## src/hw/fpn_defines.svh

```systemverilog
`ifndef FPN_DEFINES_SVH
`define FPN_DEFINES_SVH

// width of the signed significand sum coming out of the adder
`define FPN_SUM_W 19

// width of the normalized mantissa, the leading one included
`define FPN_MANT_W 11

// width of the signed exponent adjustment reported with each result
`define FPN_EXP_DIFF_W 5

// number of magnitude bits that take part in the leading-one search
`define FPN_LEAD_W 15

// lowest magnitude bit that the leading-one search looks at
`define FPN_LEAD_LSB 3

// a leading one at this magnitude bit needs no exponent change
`define FPN_POINT_POS 13

`endif

```

## src/hw/fpn_pkg.sv

```systemverilog
`include "fpn_defines.svh"

package fpn_pkg;

    // output of the first stage, registered after leading-one detection
    // lead_vec is one-hot, and bit 14 of it stands for magnitude bit 17
    typedef struct packed {
        logic                   sign;
        logic [`FPN_SUM_W-1:0]  mag;
        logic [`FPN_LEAD_W-1:0] lead_vec;
    } lod_stage_t;

    // combinational output of the normalizer, read by the rounder
    // the guard bit is not carried, it is the lowest mantissa bit
    typedef struct packed {
        logic                              sign;
        logic [`FPN_MANT_W-1:0]            mant;
        logic signed [`FPN_EXP_DIFF_W-1:0] exp_diff;
        logic                              round;
        logic                              sticky;
    } norm_stage_t;

    // final registered result of the unit
    // exp_carry asks the exponent logic for one more increment after rounding
    typedef struct packed {
        logic                              sign;
        logic                              exp_carry;
        logic signed [`FPN_EXP_DIFF_W-1:0] exp_diff;
        logic [`FPN_MANT_W-1:0]            mant;
    } norm_result_t;

endpackage

```

## src/hw/fpn_magnitude_lod.sv

```systemverilog
`timescale 1ns/1ps
`include "fpn_defines.svh"

module fpn_magnitude_lod (
    input  logic                         i_clk,
    input  logic                         i_arst_n,
    input  logic                         i_valid,
    input  logic signed [`FPN_SUM_W-1:0] i_sum,
    output logic                         o_valid,
    output fpn_pkg::lod_stage_t          o_stage
);

    // sign of the sum and its absolute value
    logic                   sum_sign;
    logic [`FPN_SUM_W-1:0]  inv_sum;
    logic [`FPN_SUM_W-1:0]  neg_sum;
    logic [`FPN_SUM_W-1:0]  mag;

    // one-hot marker of the highest set bit in the searched window
    logic [`FPN_LEAD_W-1:0] lead_vec;

    // stage register contents
    logic                   valid_q;
    fpn_pkg::lod_stage_t    stage_q;

    // the sum is two's complement, so its top bit is the sign
    assign sum_sign = i_sum[`FPN_SUM_W-1];

    // negation is invert and add one, as in a plain adder
    assign inv_sum = ~i_sum;
    assign neg_sum = inv_sum + 1'b1;

    // the most negative sum negates to itself, which reads as bit 18 alone
    // in the unsigned magnitude and so falls outside the search window
    assign mag = sum_sign ? neg_sum : i_sum;

    // scan from bit 17 downwards and keep a running OR of the bits above
    // a position is marked only when it is set and nothing above it was
    always_comb begin : lod_scan
        logic seen;
        seen = 1'b0;
        for (int i = `FPN_LEAD_W - 1; i >= 0; i--) begin
            lead_vec[i] = mag[i + `FPN_LEAD_LSB] & ~seen;
            seen        = seen | mag[i + `FPN_LEAD_LSB];
        end
    end

    // valid strobe of stage 1
    always_ff @(posedge i_clk or negedge i_arst_n) begin
        if (!i_arst_n) begin
            valid_q <= 1'b0;
        end else begin
            valid_q <= i_valid;
        end
    end

    // stage 1 payload only moves when a sample is offered
    // otherwise the last sample stays put for the normalizer
    always_ff @(posedge i_clk) begin
        if (i_valid) begin
            stage_q.sign     <= sum_sign;
            stage_q.mag      <= mag;
            stage_q.lead_vec <= lead_vec;
        end
    end

    assign o_valid = valid_q;
    assign o_stage = stage_q;

endmodule

```

## src/hw/fpn_normalizer.sv

```systemverilog
`timescale 1ns/1ps
`include "fpn_defines.svh"

module fpn_normalizer (
    input  fpn_pkg::lod_stage_t  i_stage,
    output fpn_pkg::norm_stage_t o_norm
);

    // highest searched magnitude bit, 17
    localparam int TOP_POS = `FPN_LEAD_LSB + `FPN_LEAD_W - 1;

    // bits needed to hold a magnitude bit position up to TOP_POS
    localparam int POS_W = $clog2(TOP_POS + 1);

    // position of the round bit inside the shifted magnitude
    localparam int RND_POS = TOP_POS - `FPN_MANT_W;

    localparam int EXP_W = `FPN_EXP_DIFF_W;

    // set when the first stage found a leading one at all
    logic                  hit;

    // magnitude bit position p of the leading one
    logic [POS_W-1:0]      lead_pos;

    // distance that brings bit p up to TOP_POS
    logic [POS_W-1:0]      shift_amt;

    // magnitude with the leading one moved to TOP_POS
    logic [`FPN_SUM_W-1:0] shifted;

    // mantissa, exponent and rounding fields before the no-hit clear
    logic [`FPN_MANT_W-1:0] mant;
    logic [EXP_W-1:0]       exp_diff;
    logic                   round_bit;
    logic                   sticky_bit;

    assign hit = |i_stage.lead_vec;

    // turn the one-hot vector back into a bit position
    // at most one bit is set, so the loop is a plain encoder
    always_comb begin
        lead_pos = '0;
        for (int i = 0; i < `FPN_LEAD_W; i++) begin
            if (i_stage.lead_vec[i]) begin
                lead_pos = POS_W'(i + `FPN_LEAD_LSB);
            end
        end
    end

    // shifting left zero-fills from below, which gives the zero-filled
    // mantissa tail for small p and clears the round and sticky bits
    // when p is too low to reach them
    assign shift_amt = POS_W'(TOP_POS) - lead_pos;
    assign shifted   = i_stage.mag << shift_amt;

    // mantissa is magnitude bits p down to p-10
    assign mant = shifted[TOP_POS -: `FPN_MANT_W];

    // round bit is magnitude bit p-11
    assign round_bit = shifted[RND_POS];

    // sticky collects everything below the round bit
    assign sticky_bit = |shifted[RND_POS-1:0];

    // a leading one at bit 13 keeps the exponent, each bit above adds one
    // and each bit below takes one away, so the difference is p-13
    // modulo arithmetic on EXP_W bits gives the two's-complement result
    assign exp_diff = EXP_W'(lead_pos) - EXP_W'(`FPN_POINT_POS);

    // with no leading one the sum is too small to normalize here
    // and every field goes to zero, the sign is still passed on
    always_comb begin
        o_norm.sign = i_stage.sign;
        if (hit) begin
            o_norm.mant     = mant;
            o_norm.exp_diff = exp_diff;
            o_norm.round    = round_bit;
            o_norm.sticky   = sticky_bit;
        end else begin
            o_norm.mant     = '0;
            o_norm.exp_diff = '0;
            o_norm.round    = 1'b0;
            o_norm.sticky   = 1'b0;
        end
    end

endmodule

```

## src/hw/fpn_rne_rounder.sv

```systemverilog
`timescale 1ns/1ps
`include "fpn_defines.svh"

module fpn_rne_rounder (
    input  logic                  i_clk,
    input  logic                  i_arst_n,
    input  logic                  i_valid,
    input  fpn_pkg::norm_stage_t  i_norm,
    output logic                  o_valid,
    output fpn_pkg::norm_result_t o_result
);

    // guard is the last mantissa bit that survives
    logic                   guard_bit;

    // set when the mantissa has to be bumped by one
    logic                   round_up;

    // mantissa with one extra bit on top to catch the carry
    logic [`FPN_MANT_W:0]   mant_rne;

    // carry out of the increment and the renormalized mantissa
    logic                   exp_carry;
    logic [`FPN_MANT_W-1:0] final_mant;

    // output registers
    logic                   valid_q;
    fpn_pkg::norm_result_t  result_q;

    assign guard_bit = i_norm.mant[0];

    // increment on a round bit when either the guard or the sticky bit is set
    // an exact tie with an even guard bit is left alone
    assign round_up = i_norm.round & (guard_bit | i_norm.sticky);

    assign mant_rne = {1'b0, i_norm.mant} + {{`FPN_MANT_W{1'b0}}, round_up};

    // an all-ones mantissa overflows into bit 11 when rounded up
    assign exp_carry = mant_rne[`FPN_MANT_W];

    // after a carry the one sits in bit 11, so drop the lowest bit
    // the bit dropped is always zero because the value is a power of two
    assign final_mant = exp_carry ? mant_rne[`FPN_MANT_W:1]
                                  : mant_rne[`FPN_MANT_W-1:0];

    // valid and result both clear on reset
    // result only loads with a valid sample and holds otherwise
    always_ff @(posedge i_clk or negedge i_arst_n) begin
        if (!i_arst_n) begin
            valid_q  <= 1'b0;
            result_q <= '0;
        end else begin
            valid_q <= i_valid;
            if (i_valid) begin
                result_q.sign      <= i_norm.sign;
                result_q.exp_carry <= exp_carry;
                result_q.exp_diff  <= i_norm.exp_diff;
                result_q.mant      <= final_mant;
            end
        end
    end

    assign o_valid  = valid_q;
    assign o_result = result_q;

endmodule

```

## src/hw/fpn_norm_round_top.sv

```systemverilog
`timescale 1ns/1ps
`include "fpn_defines.svh"

module fpn_norm_round_top (
    input  logic                         i_clk,
    input  logic                         i_arst_n,
    input  logic                         i_valid,
    input  logic signed [`FPN_SUM_W-1:0] i_sum,
    output logic                         o_valid,
    output fpn_pkg::norm_result_t        o_result
);

    // stage 1 outputs, registered right after leading-one detection
    logic                 lod_valid;
    fpn_pkg::lod_stage_t  lod_stage;

    // normalizer output, combinational between the two registers
    fpn_pkg::norm_stage_t norm_stage;

    // sign, magnitude and leading-one vector, first register
    fpn_magnitude_lod u_magnitude_lod (
        .i_clk    (i_clk),
        .i_arst_n (i_arst_n),
        .i_valid  (i_valid),
        .i_sum    (i_sum),
        .o_valid  (lod_valid),
        .o_stage  (lod_stage)
    );

    // shift, exponent difference, round and sticky bits
    // the valid bit goes straight past it to the rounder
    fpn_normalizer u_normalizer (
        .i_stage (lod_stage),
        .o_norm  (norm_stage)
    );

    // round to nearest even and the second register
    fpn_rne_rounder u_rne_rounder (
        .i_clk    (i_clk),
        .i_arst_n (i_arst_n),
        .i_valid  (lod_valid),
        .i_norm   (norm_stage),
        .o_valid  (o_valid),
        .o_result (o_result)
    );

endmodule

```

## config.mk

```make
export PLATFORM = sky130hd
export DESIGN_NAME = fpn_norm_round_top
export DESIGN_NICKNAME = d
export VERILOG_FILES = /design/src/hw/fpn_pkg.sv /design/src/hw/fpn_magnitude_lod.sv /design/src/hw/fpn_normalizer.sv /design/src/hw/fpn_rne_rounder.sv /design/src/hw/fpn_norm_round_top.sv
export VERILOG_INCLUDE_DIRS = /design/src /design/src/hw
export SDC_FILE = /design/constraint.sdc
export NUM_CORES = 1
export LEC_CHECK = 0
export BUFFER_PORTS_ARGS = -buffer_cell sky130_fd_sc_hd__buf_2
export CAP_MARGIN = 20
export CELL_PAD_IN_SITES_DETAIL_PLACEMENT = 1
export CELL_PAD_IN_SITES_GLOBAL_PLACEMENT = 2
export CORE_MARGIN = 1
export CORE_UTILIZATION = 38
export CTS_CLUSTER_DIAMETER = 200
export DETAILED_ROUTE_END_ITERATION = 10
export PLACE_DENSITY = 0.77
export SLEW_MARGIN = 20
export SYNTH_ARGS = -nofsm -noshare
export SYNTH_HDL_FRONTEND = slang
export SYNTH_SLANG_ARGS = --single-unit
```

## constraint.sdc

```tcl
create_clock -name i_clk -period 4.55 [get_ports i_clk]
set_input_delay 0.91 -clock i_clk [delete_from_list [all_inputs] [get_ports i_clk]]
set_output_delay 0.91 -clock i_clk [all_outputs]
set_load 0.05 [all_outputs]
```

==> results of run 1 <==
-- Yosys cell counts, types with 11 or more instances --
cell	count	area, µm²
sky130_fd_sc_hd__a21oi_1	25	125
sky130_fd_sc_hd__clkbuf_1	15	56.3
sky130_fd_sc_hd__inv_1	22	82.6
sky130_fd_sc_hd__xnor2_1	13	114
sky130_fd_sc_hd__o21bai_1	11	82.6
sky130_fd_sc_hd__o21ai_0	20	100
sky130_fd_sc_hd__nor4_1	17	106
sky130_fd_sc_hd__nor3_1	11	55.1
sky130_fd_sc_hd__edfxtp_1	33	991
sky130_fd_sc_hd__nor2_1	21	78.8
sky130_fd_sc_hd__nand2_1	27	101
sky130_fd_sc_hd__xor2_1	11	96.3
sky130_fd_sc_hd__dfrtp_1	20	500
sky130_fd_sc_hd__mux2i_1	12	120
-- area by class of cell --
| type | instances | area [µm²] | area share [%] |
|---|---|---|---|
| multi-input combinational | 346 | 2500 | 53.7 |
| clock inverter | 2 | 17.5 | 0.376 |
| timing repair buffer | 53 | 298 | 6.38 |
| tap | 136 | 170 | 3.65 |
| clock buffer | 6 | 93.8 | 2.01 |
| inverter | 24 | 90.1 | 1.93 |
| sequential | 53 | 1490 | 32.0 |
-- final timing paths --
check,start,slack (ns),depth (start not counted),to
worst min-delay path,u_rne_rounder.o_result[10],0.49,2,u_rne_rounder.o_result[10]
worst max register to register,u_magnitude_lod.o_stage[2],0.31,13,u_rne_rounder.o_result[7]
worst min register to register,u_rne_rounder.o_result[10],0.49,2,u_rne_rounder.o_result[10]
min in group asynchronous,i_arst_n,0.51,1,u_rne_rounder.o_result[15]
max in group asynchronous,i_arst_n,3.71,1,u_magnitude_lod.o_valid
worst max-delay path,u_magnitude_lod.o_stage[2],0.31,13,u_rne_rounder.o_result[7]
-- cell families after synthesis --
logic type               after synthesis  share of synthesized area [%]
AND/OR/NAND/NOR                      151                           22.5
XOR/XNOR                              25                           5.40
flip-flops                            53                           35.6
AO/OA/AOI/OAI                        147                           25.8
multiplexers                          17                           4.21
buffers and inverters                 46                           4.69
adder cells (fa/ha/maj)                6                           1.79
-- state kept, by name, summed over array words and instances, names as in the netlist --
name / count
u_magnitude_lod.o_stage: 33
u_rne_rounder.o_result: 18
u_magnitude_lod.o_valid: 1
u_rne_rounder.o_valid: 1
-- worst register-to-register path, cell delays in order (launching register included) --
cell and delay, ns:
sky130_fd_sc_hd__edfxtp_1 0.43, sky130_fd_sc_hd__or3b_1 0.44, sky130_fd_sc_hd__a221o_1 0.40, sky130_fd_sc_hd__a21oi_2 0.19, sky130_fd_sc_hd__buf_4 0.33, sky130_fd_sc_hd__ha_1 0.22, sky130_fd_sc_hd__buf_4 0.18, sky130_fd_sc_hd__nand3_1 0.10
sky130_fd_sc_hd__nor4_1 0.51, sky130_fd_sc_hd__or3_1 0.24, sky130_fd_sc_hd__o21ai_2 0.13, sky130_fd_sc_hd__nor4b_4 0.51, sky130_fd_sc_hd__a41oi_1 0.30, sky130_fd_sc_hd__a21oi_1 0.20
-- per-layer routing --
metal	global-route usage [%]	routed length, µm	part of all wire, %	vias to the layer above
met5	0	0	0	-
met4	6.07	116	0.91	0
met3	2.31	391	3.1	9
met2	37.5	5880	46	63
met1	34.7	6350	50	1864
li1	-	-	-	1805
-- timing repair --
| action | 4_1_cts | 5_1_grt |
|---|---|---|
| buffers inserted | 0 | 0 |
| endpoints found under the setup margin | 0 | 1 |
| hold buffers | 0 | 0 |
-- layout by cell type, fill, tap and decap left out, types with 4 or more instances in the layout --
cell type and count:
sky130_fd_sc_hd__nor2b_1 9, sky130_fd_sc_hd__o21bai_1 11, sky130_fd_sc_hd__inv_1 22, sky130_fd_sc_hd__xnor2_1 13
sky130_fd_sc_hd__nand3_1 10, sky130_fd_sc_hd__nand2_1 27, sky130_fd_sc_hd__dfrtp_1 20, sky130_fd_sc_hd__a311oi_1 4
sky130_fd_sc_hd__edfxtp_1 33, sky130_fd_sc_hd__or3_4 4, sky130_fd_sc_hd__nor4_1 17, sky130_fd_sc_hd__buf_4 13
sky130_fd_sc_hd__buf_2 40, sky130_fd_sc_hd__a21oi_1 25, sky130_fd_sc_hd__a41oi_1 6, sky130_fd_sc_hd__o31ai_1 5
sky130_fd_sc_hd__a211o_1 4, sky130_fd_sc_hd__nand2b_1 8, sky130_fd_sc_hd__ha_1 6, sky130_fd_sc_hd__a21o_1 4
sky130_fd_sc_hd__nor2_1 21, sky130_fd_sc_hd__or3_1 4, sky130_fd_sc_hd__o2bb2ai_1 6, sky130_fd_sc_hd__a211oi_1 10
sky130_fd_sc_hd__clkbuf_8 5, sky130_fd_sc_hd__o211ai_1 5, sky130_fd_sc_hd__mux2i_1 12, sky130_fd_sc_hd__nor3_1 11
sky130_fd_sc_hd__mux2_2 5, sky130_fd_sc_hd__o21ai_0 20, sky130_fd_sc_hd__xor2_1 11, sky130_fd_sc_hd__a31oi_1 9
-- report_power, final --
group	total [W]	internal (W)	switching, W
Combinational	0.000877	0.000297	0.000580
Sequential	0.000652	0.000589	0.0000632
Clock	0.000319	0.000146	0.000173
-- metrics by stage --
step	util, %	instance area, µm²	setup WS, ns	cells
after floorplan	-	4190	0.404	445
after global placement	43.3	4550	0.246	612
after detailed placement	43.3	4550	0.185	612
after CTS	44.4	4660	0.289	620
after global routing	44.4	4660	0.0290	620
final	44.4	4660	0.311	620
==> impl_summary.log, run 1 <==
[metrics] synthesized area divided by synthesized cell count: 9.42 µm²
[metrics] number of iterations in the first detailed-routing pass: 4
[metrics] Port Buffers: 40
[metrics] cts bufs inserted: 5
[metrics] vias in the first global route: about 3800
[metrics] count of cells resized by post-cts repair: 0
[metrics] YS warnings: 0
[metrics] 1st-iter DRT viols: roughly 220
[metrics] setup clock skew after layout: between 0.015 and 0.02 ns
[metrics] GRT Overall Usage: a little under a quarter
[metrics] antenna cells: 0
[metrics] vertical die dimension: ~110 µm
[metrics] detail-routed net length per standard cell: between 20 and 25 µm
[metrics] data required time at the worst endpoint: 4.80 ns
[metrics] min Tclk post-route: between 4 and 5 ns
[metrics] status: finished, final reports clean
[metrics] global-route wire length before repair: 20800 µm
[metrics] Final Cycle Share: about 93%
[metrics] part of the Yosys area used for sequential elements: between 30% and 40%
[metrics] H-tree level count: 2
[metrics] cell seen most often among critical-path stages: sky130_fd_sc_hd__buf_4
[metrics] largest buffer count on any clock path: 2
[metrics] die boundary width: ~110 µm
[metrics] number of nets still failing antenna checks after routing: 0
[metrics] fill cell count: about 1200
[metrics] clk sink count: 53
[metrics] top_reg_cell synth: sky130_fd_sc_hd__edfxtp_1
[metrics] dpl hpwl: 9940 µm
[metrics] root buffer cell: sky130_fd_sc_hd__clkbuf_8
[metrics] standard cell core area: 0.0105 mm²
[metrics] count of boundary I/O pins: 41
[metrics] worst rel slew slack: roughly half
[metrics] sum of routed wire length over all layers: ~13000 µm
[metrics] max frequency: 0.236 GHz
[metrics] total leakage power: around 1.8 nW
[metrics] net count of the mapped netlist: 473
[metrics] largest stage delay on the critical path: 0.51 ns
[metrics] Pwr Density: roughly 400 mW/mm²
[metrics] number of antenna violations at the first check in global routing: 0
[metrics] cell row count: 37
[metrics] number of enable-type register cells in the synthesized netlist: 33
[metrics] cell class contributing the biggest share of worst-path delay: simple AND/OR/NAND/NOR gates
[metrics] nature of the critical path endpoint: flop
[metrics] Setup-failing EPs final: 0
[metrics] total number of vias: between 3000 and 4000
[metrics] Post-Synthesis Cell Area: approximately 0.0042 mm²
[metrics] Worst Path Buf+Inv: 2
[metrics] clock slew at reported path FFs: 0.11 ns
[metrics] Post-layout nets: 511
[metrics] Arrival @ worst endpoint: between 4 and 5 ns
[metrics] layout cell share with drive strength beyond 1: between 20% and 30%
[metrics] post-synthesis sequential element count: 53
[metrics] DR DRC count: 0
[metrics] clock latency reported for the late side of the worst-skew pair: ~0.33 ns
[metrics] library cells used by synthesis: 87
[metrics] transition at the pin with the smallest max-transition slack: between 0.7 and 0.8 ns
[metrics] Cell Chain, Critical Path: or3b_1, a221o_1, a21oi_2, buf_4, ha_1, buf_4, nand3_1, nor4_1, or3_1, o21ai_2, nor4b_4, a41oi_1, a21oi_1
[metrics] number of slew-limit violations in the final report: 0
[metrics] Pwr Total: around 0.0018 W
[metrics] hold violation count in the final report: 0
[metrics] crit path max fanout: 30
[metrics] Critical Setup Path Class: reg2reg
[metrics] startpoint class of the critical path: flop
[metrics] Crit-path slowest cell: sky130_fd_sc_hd__nor4_1
[metrics] pin count of the biggest net entering global routing: 35
[metrics] setup repair after global routing missed its margin: false
[metrics] clock tree from TritonCTS: built
[metrics] WHS: 0.493 ns
[metrics] DR vias/cell: a little over 6
[metrics] hold crit path type: reg2reg
[metrics] proportion of register bits with asynchronous set or reset after synthesis: about 38%
[metrics] number of standard cells after synthesis: between 400 and 500
[metrics] signed area change from the synthesized netlist to the final layout: 11.3%
[metrics] worst IR drop on VDD: approximately 0.00024 V
[metrics] max-cap check violation count: 0
[metrics] area enclosed by the die boundary: ~0.011 mm²
[metrics] final RePlAce weighted congestion: ~0.87
[metrics] post-route setup TNS: 0 ns
[metrics] initial standard-cell utilization of the core: around 40%
[metrics] total grt overflow: 0
Note: power is estimated with default switching activity, not from simulation.
==> run 2, diff against run 1 <==
==> constraint.sdc (replaced) <==
create_clock -name i_clk -period 4.55 [get_ports i_clk]
set_input_delay 0.455 -clock i_clk [delete_from_list [all_inputs] [get_ports i_clk]]
set_output_delay 0.455 -clock i_clk [all_outputs]
set_load 0.05 [all_outputs]
==> run 2 against run 1 <==
Clock skew fell by 0.0071 ns. Flip-flop and latch count is the same. First-iteration DRC count down 17%. Non-clock buffer count decreased by 3. Die area stayed put. Sequential power about the same. Maximum frequency is 1.7% higher. Critical path depth up 3. Highest routed layer unchanged.
==> impl_summary.log, run 2 (synthesized netlist as in run 1, its figures left out) <==
[metrics] Largest register FFs: 33 (unchanged)
[metrics] detail-routed net length per standard cell: 20.7 µm (+0.90%)
[metrics] DR vias/cell: 6.07 (+0.67%)
[metrics] die boundary width: 107 µm (unchanged)
[metrics] clock tree from TritonCTS: built
[metrics] cell depth of the worst setup path: 16 (+3)
[metrics] number of antenna violations at the first check in global routing: 0 (unchanged)
[metrics] hold crit path type: in2async
[metrics] transition at the pin with the smallest max-transition slack: 0.758 ns (+0.0351 ns)
[metrics] # Post-CTS Setup Buffers: 0 (unchanged)
[metrics] H-tree level count: 2 (unchanged)
[metrics] Final Cycle Share: 91.6% (-1.5 points)
[metrics] startpoint class of the critical path: flop
[metrics] hold violation count in the final report: 0 (unchanged)
[metrics] CTS hold repair buffers: 0 (unchanged)
[metrics] signed area change from the synthesized netlist to the final layout: 10.7%
[metrics] area enclosed by the die boundary: 0.0115 mm² (unchanged)
[metrics] standard cell core area: 0.0105 mm² (unchanged)
[metrics] min Tclk post-route: 4.17 ns (-0.0702 ns)
[metrics] cell class contributing the biggest share of worst-path delay: compound AO/OA/AOI/OAI gates
[metrics] root buffer cell: sky130_fd_sc_hd__clkbuf_8
[metrics] status: finished, final reports clean
[metrics] post-placement cell area: 0.00453 mm² (-0.49%)
[metrics] sum of routed wire length over all layers: 12800 µm (+0.41%)
[metrics] vias in the first global route: 3788 (-0.68%)
[metrics] max-cap check violation count: 0 (unchanged)
[metrics] clk sink count: 53 (unchanged)
[metrics] Port Buffers: 40 (unchanged)
[metrics] Non-Filler Cell Area, Final: 0.00464 mm² (-0.48%)
[metrics] vertical die dimension: 107 µm (unchanged)
[metrics] clock slew at reported path FFs: 0.11 ns (about the same)
[metrics] setup repair after global routing missed its margin: false
[metrics] pin count of the biggest net entering global routing: 35 (unchanged)
[metrics] global-route wire length before repair: 20900 µm (about the same)
[metrics] clock latency reported for the late side of the worst-skew pair: 0.33 ns (about the same)
[metrics] most frequent standard cell in the layout excluding fill and tap cells: sky130_fd_sc_hd__buf_2
[metrics] final RePlAce weighted congestion: 0.868 (+0.24%)
[metrics] cell seen most often among critical-path stages: sky130_fd_sc_hd__ha_1
[metrics] Post-layout nets: 508 (-0.59%)
[metrics] data required time at the worst endpoint: 4.77 ns (-0.03 ns)
[metrics] crit path max fanout: 7 (-77%)
[metrics] DR DRC count: 0 (unchanged)
[metrics] dpl hpwl: 10100 µm (+1.7%)
[metrics] core utilization of the finished layout: 44.2% (-0.21 points)
[metrics] count of boundary I/O pins: 41 (unchanged)
[metrics] Pwr Density: 396 mW/mm² (about the same)
[metrics] commonest cells after routing, fill and taps aside: 40 x sky130_fd_sc_hd__buf_2, 33 x sky130_fd_sc_hd__edfxtp_1, 27 x sky130_fd_sc_hd__nand2_1, 25 x sky130_fd_sc_hd__a21oi_1, 22 x sky130_fd_sc_hd__inv_1
[metrics] Arrival @ worst endpoint: 4.39 ns (-0.10 ns)
[metrics] cell row count: 37 (unchanged)
[metrics] number of nets still failing antenna checks after routing: 0 (unchanged)
[metrics] Worst Path Buf+Inv: 1 (-1)
[metrics] Critical Setup Path Class: reg2reg
[metrics] count of cells resized by post-cts repair: 0 (unchanged)
[metrics] 1st-iter DRT viols: 181 (-17%)
[metrics] setup clock skew after layout: 0.0125 ns (-0.00711 ns)
[metrics] post-route setup TNS: 0 ns (unchanged)
[metrics] total grt overflow: 0 (unchanged)
[metrics] Cell Chain, Critical Path: or3b_1, a221o_1, a21oi_2, inv_2, ha_1, xor2_1, nand2_1, nor4_1, a31oi_1, o22ai_1, ha_1, o31ai_1, a211o_1, nor3b_2, nor2b_1, a31o_1
[metrics] number of slew-limit violations in the final report: 0 (unchanged)
[metrics] largest stage delay on the critical path: 0.43 ns (-0.08 ns)
[metrics] worst reg2reg path depth: 16 (+3)
[metrics] total number of vias: 3748 (+0.19%)
[metrics] largest buffer count on any clock path: 2 (unchanged)
[metrics] initial standard-cell utilization of the core: 39.9% (unchanged)
[metrics] GRT Overall Usage: 23.8% (+0.068 points)
[metrics] Setup-failing EPs final: 0 (unchanged)
[metrics] max frequency: 0.240 GHz (+1.7%)
[metrics] antenna cells: 0 (unchanged)
[metrics] layout cell share with drive strength beyond 1: 19.8% (-0.50 points)
[metrics] fill cell count: 1222 (-1.8%)
[metrics] worst rel slew slack: 48.8% (-3.0 points)
[metrics] total leakage power: 1.81 nW (-0.79%)
[metrics] cts bufs inserted: 5 (unchanged)
[metrics] Crit-path slowest cell: sky130_fd_sc_hd__edfxtp_1
[metrics] nature of the critical path endpoint: flop
[metrics] number of iterations in the first detailed-routing pass: 4 (unchanged)
[metrics] worst IR drop on VDD: 0.000319 V (+32%)
## run 2: changes by cell type in the layout (fill, tap and decap cells not counted)
cell | before | now
sky130_fd_sc_hd__buf_4 | 13 | 10
## run 2: stage by stage
step	hold slack [ns]	setup WS, ns	total power [W]	cells
after floorplan	0.159	0.404	0.00128	445
after global placement	0.420	0.500	0.00151	609
after detailed placement	0.439	0.388	0.00152	609
after CTS	0.0710	0.369	0.00185	617
after global routing	0.0765	0.0259	0.00194	617
final	0.0548	0.381	0.00184	617
## run 2: worst paths after layout
| check | slack (ns) | start | end |
|---|---|---|---|
| max in group asynchronous | 4.17 | i_arst_n | u_rne_rounder.o_result[17] |
| hold reg to reg | 0.49 | u_rne_rounder.o_result[1] | u_rne_rounder.o_result[1] |
| hold / removal | 0.05 | i_arst_n | u_rne_rounder.o_result[13] |
| setup / recovery | 0.38 | u_magnitude_lod.o_stage[2] | u_rne_rounder.o_result[6] |
| setup reg to reg | 0.38 | u_magnitude_lod.o_stage[2] | u_rne_rounder.o_result[6] |
| min in group i_clk | 0.33 | i_sum[0] | u_magnitude_lod.o_stage[15] |
## run 2: layout make-up
cell class	instances	area, µm²	share of cell area, %
tap	136	170	3.67
inverter	24	90.1	1.94
clock buffer	6	93.8	2.02
multi-input combinational	346	2500	53.9
timing repair buffer	50	275	5.93
sequential	53	1490	32.1
clock inverter	2	17.5	0.377
## run 2: layer usage
metal	vias to the layer above	track usage, %	routed length [µm]
li1	1798	-	-
met1	1876	33.5	6190
met2	58	37.1	5890
met3	16	4.32	473
met4	0	7.24	225
met5	-	0	0
## run 2: worst reg2reg max path, cell delays in order, from the launching register on
cell                       delay [ns]
sky130_fd_sc_hd__edfxtp_1        0.43
sky130_fd_sc_hd__or3b_1          0.42
sky130_fd_sc_hd__a221o_1         0.41
sky130_fd_sc_hd__a21oi_2         0.23
sky130_fd_sc_hd__inv_2           0.06
sky130_fd_sc_hd__ha_1            0.23
sky130_fd_sc_hd__xor2_1          0.26
sky130_fd_sc_hd__nand2_1         0.12
sky130_fd_sc_hd__nor4_1          0.39
sky130_fd_sc_hd__a31oi_1         0.08
sky130_fd_sc_hd__o22ai_1         0.16
sky130_fd_sc_hd__ha_1            0.20
sky130_fd_sc_hd__o31ai_1         0.10
sky130_fd_sc_hd__a211o_1         0.37
sky130_fd_sc_hd__nor3b_2         0.28
sky130_fd_sc_hd__nor2b_1         0.11
sky130_fd_sc_hd__a31o_1          0.23
## run 2: where the power goes
| group | total, W | internal, W | switching (W) | leakage (nW) |
|---|---|---|---|---|
| clock network | 0.000323 | 0.000146 | 0.000177 | 0.0573 |
| logic | 0.000864 | 0.000287 | 0.000577 | 1.19 |
| registers | 0.000651 | 0.000589 | 0.0000616 | 0.565 |
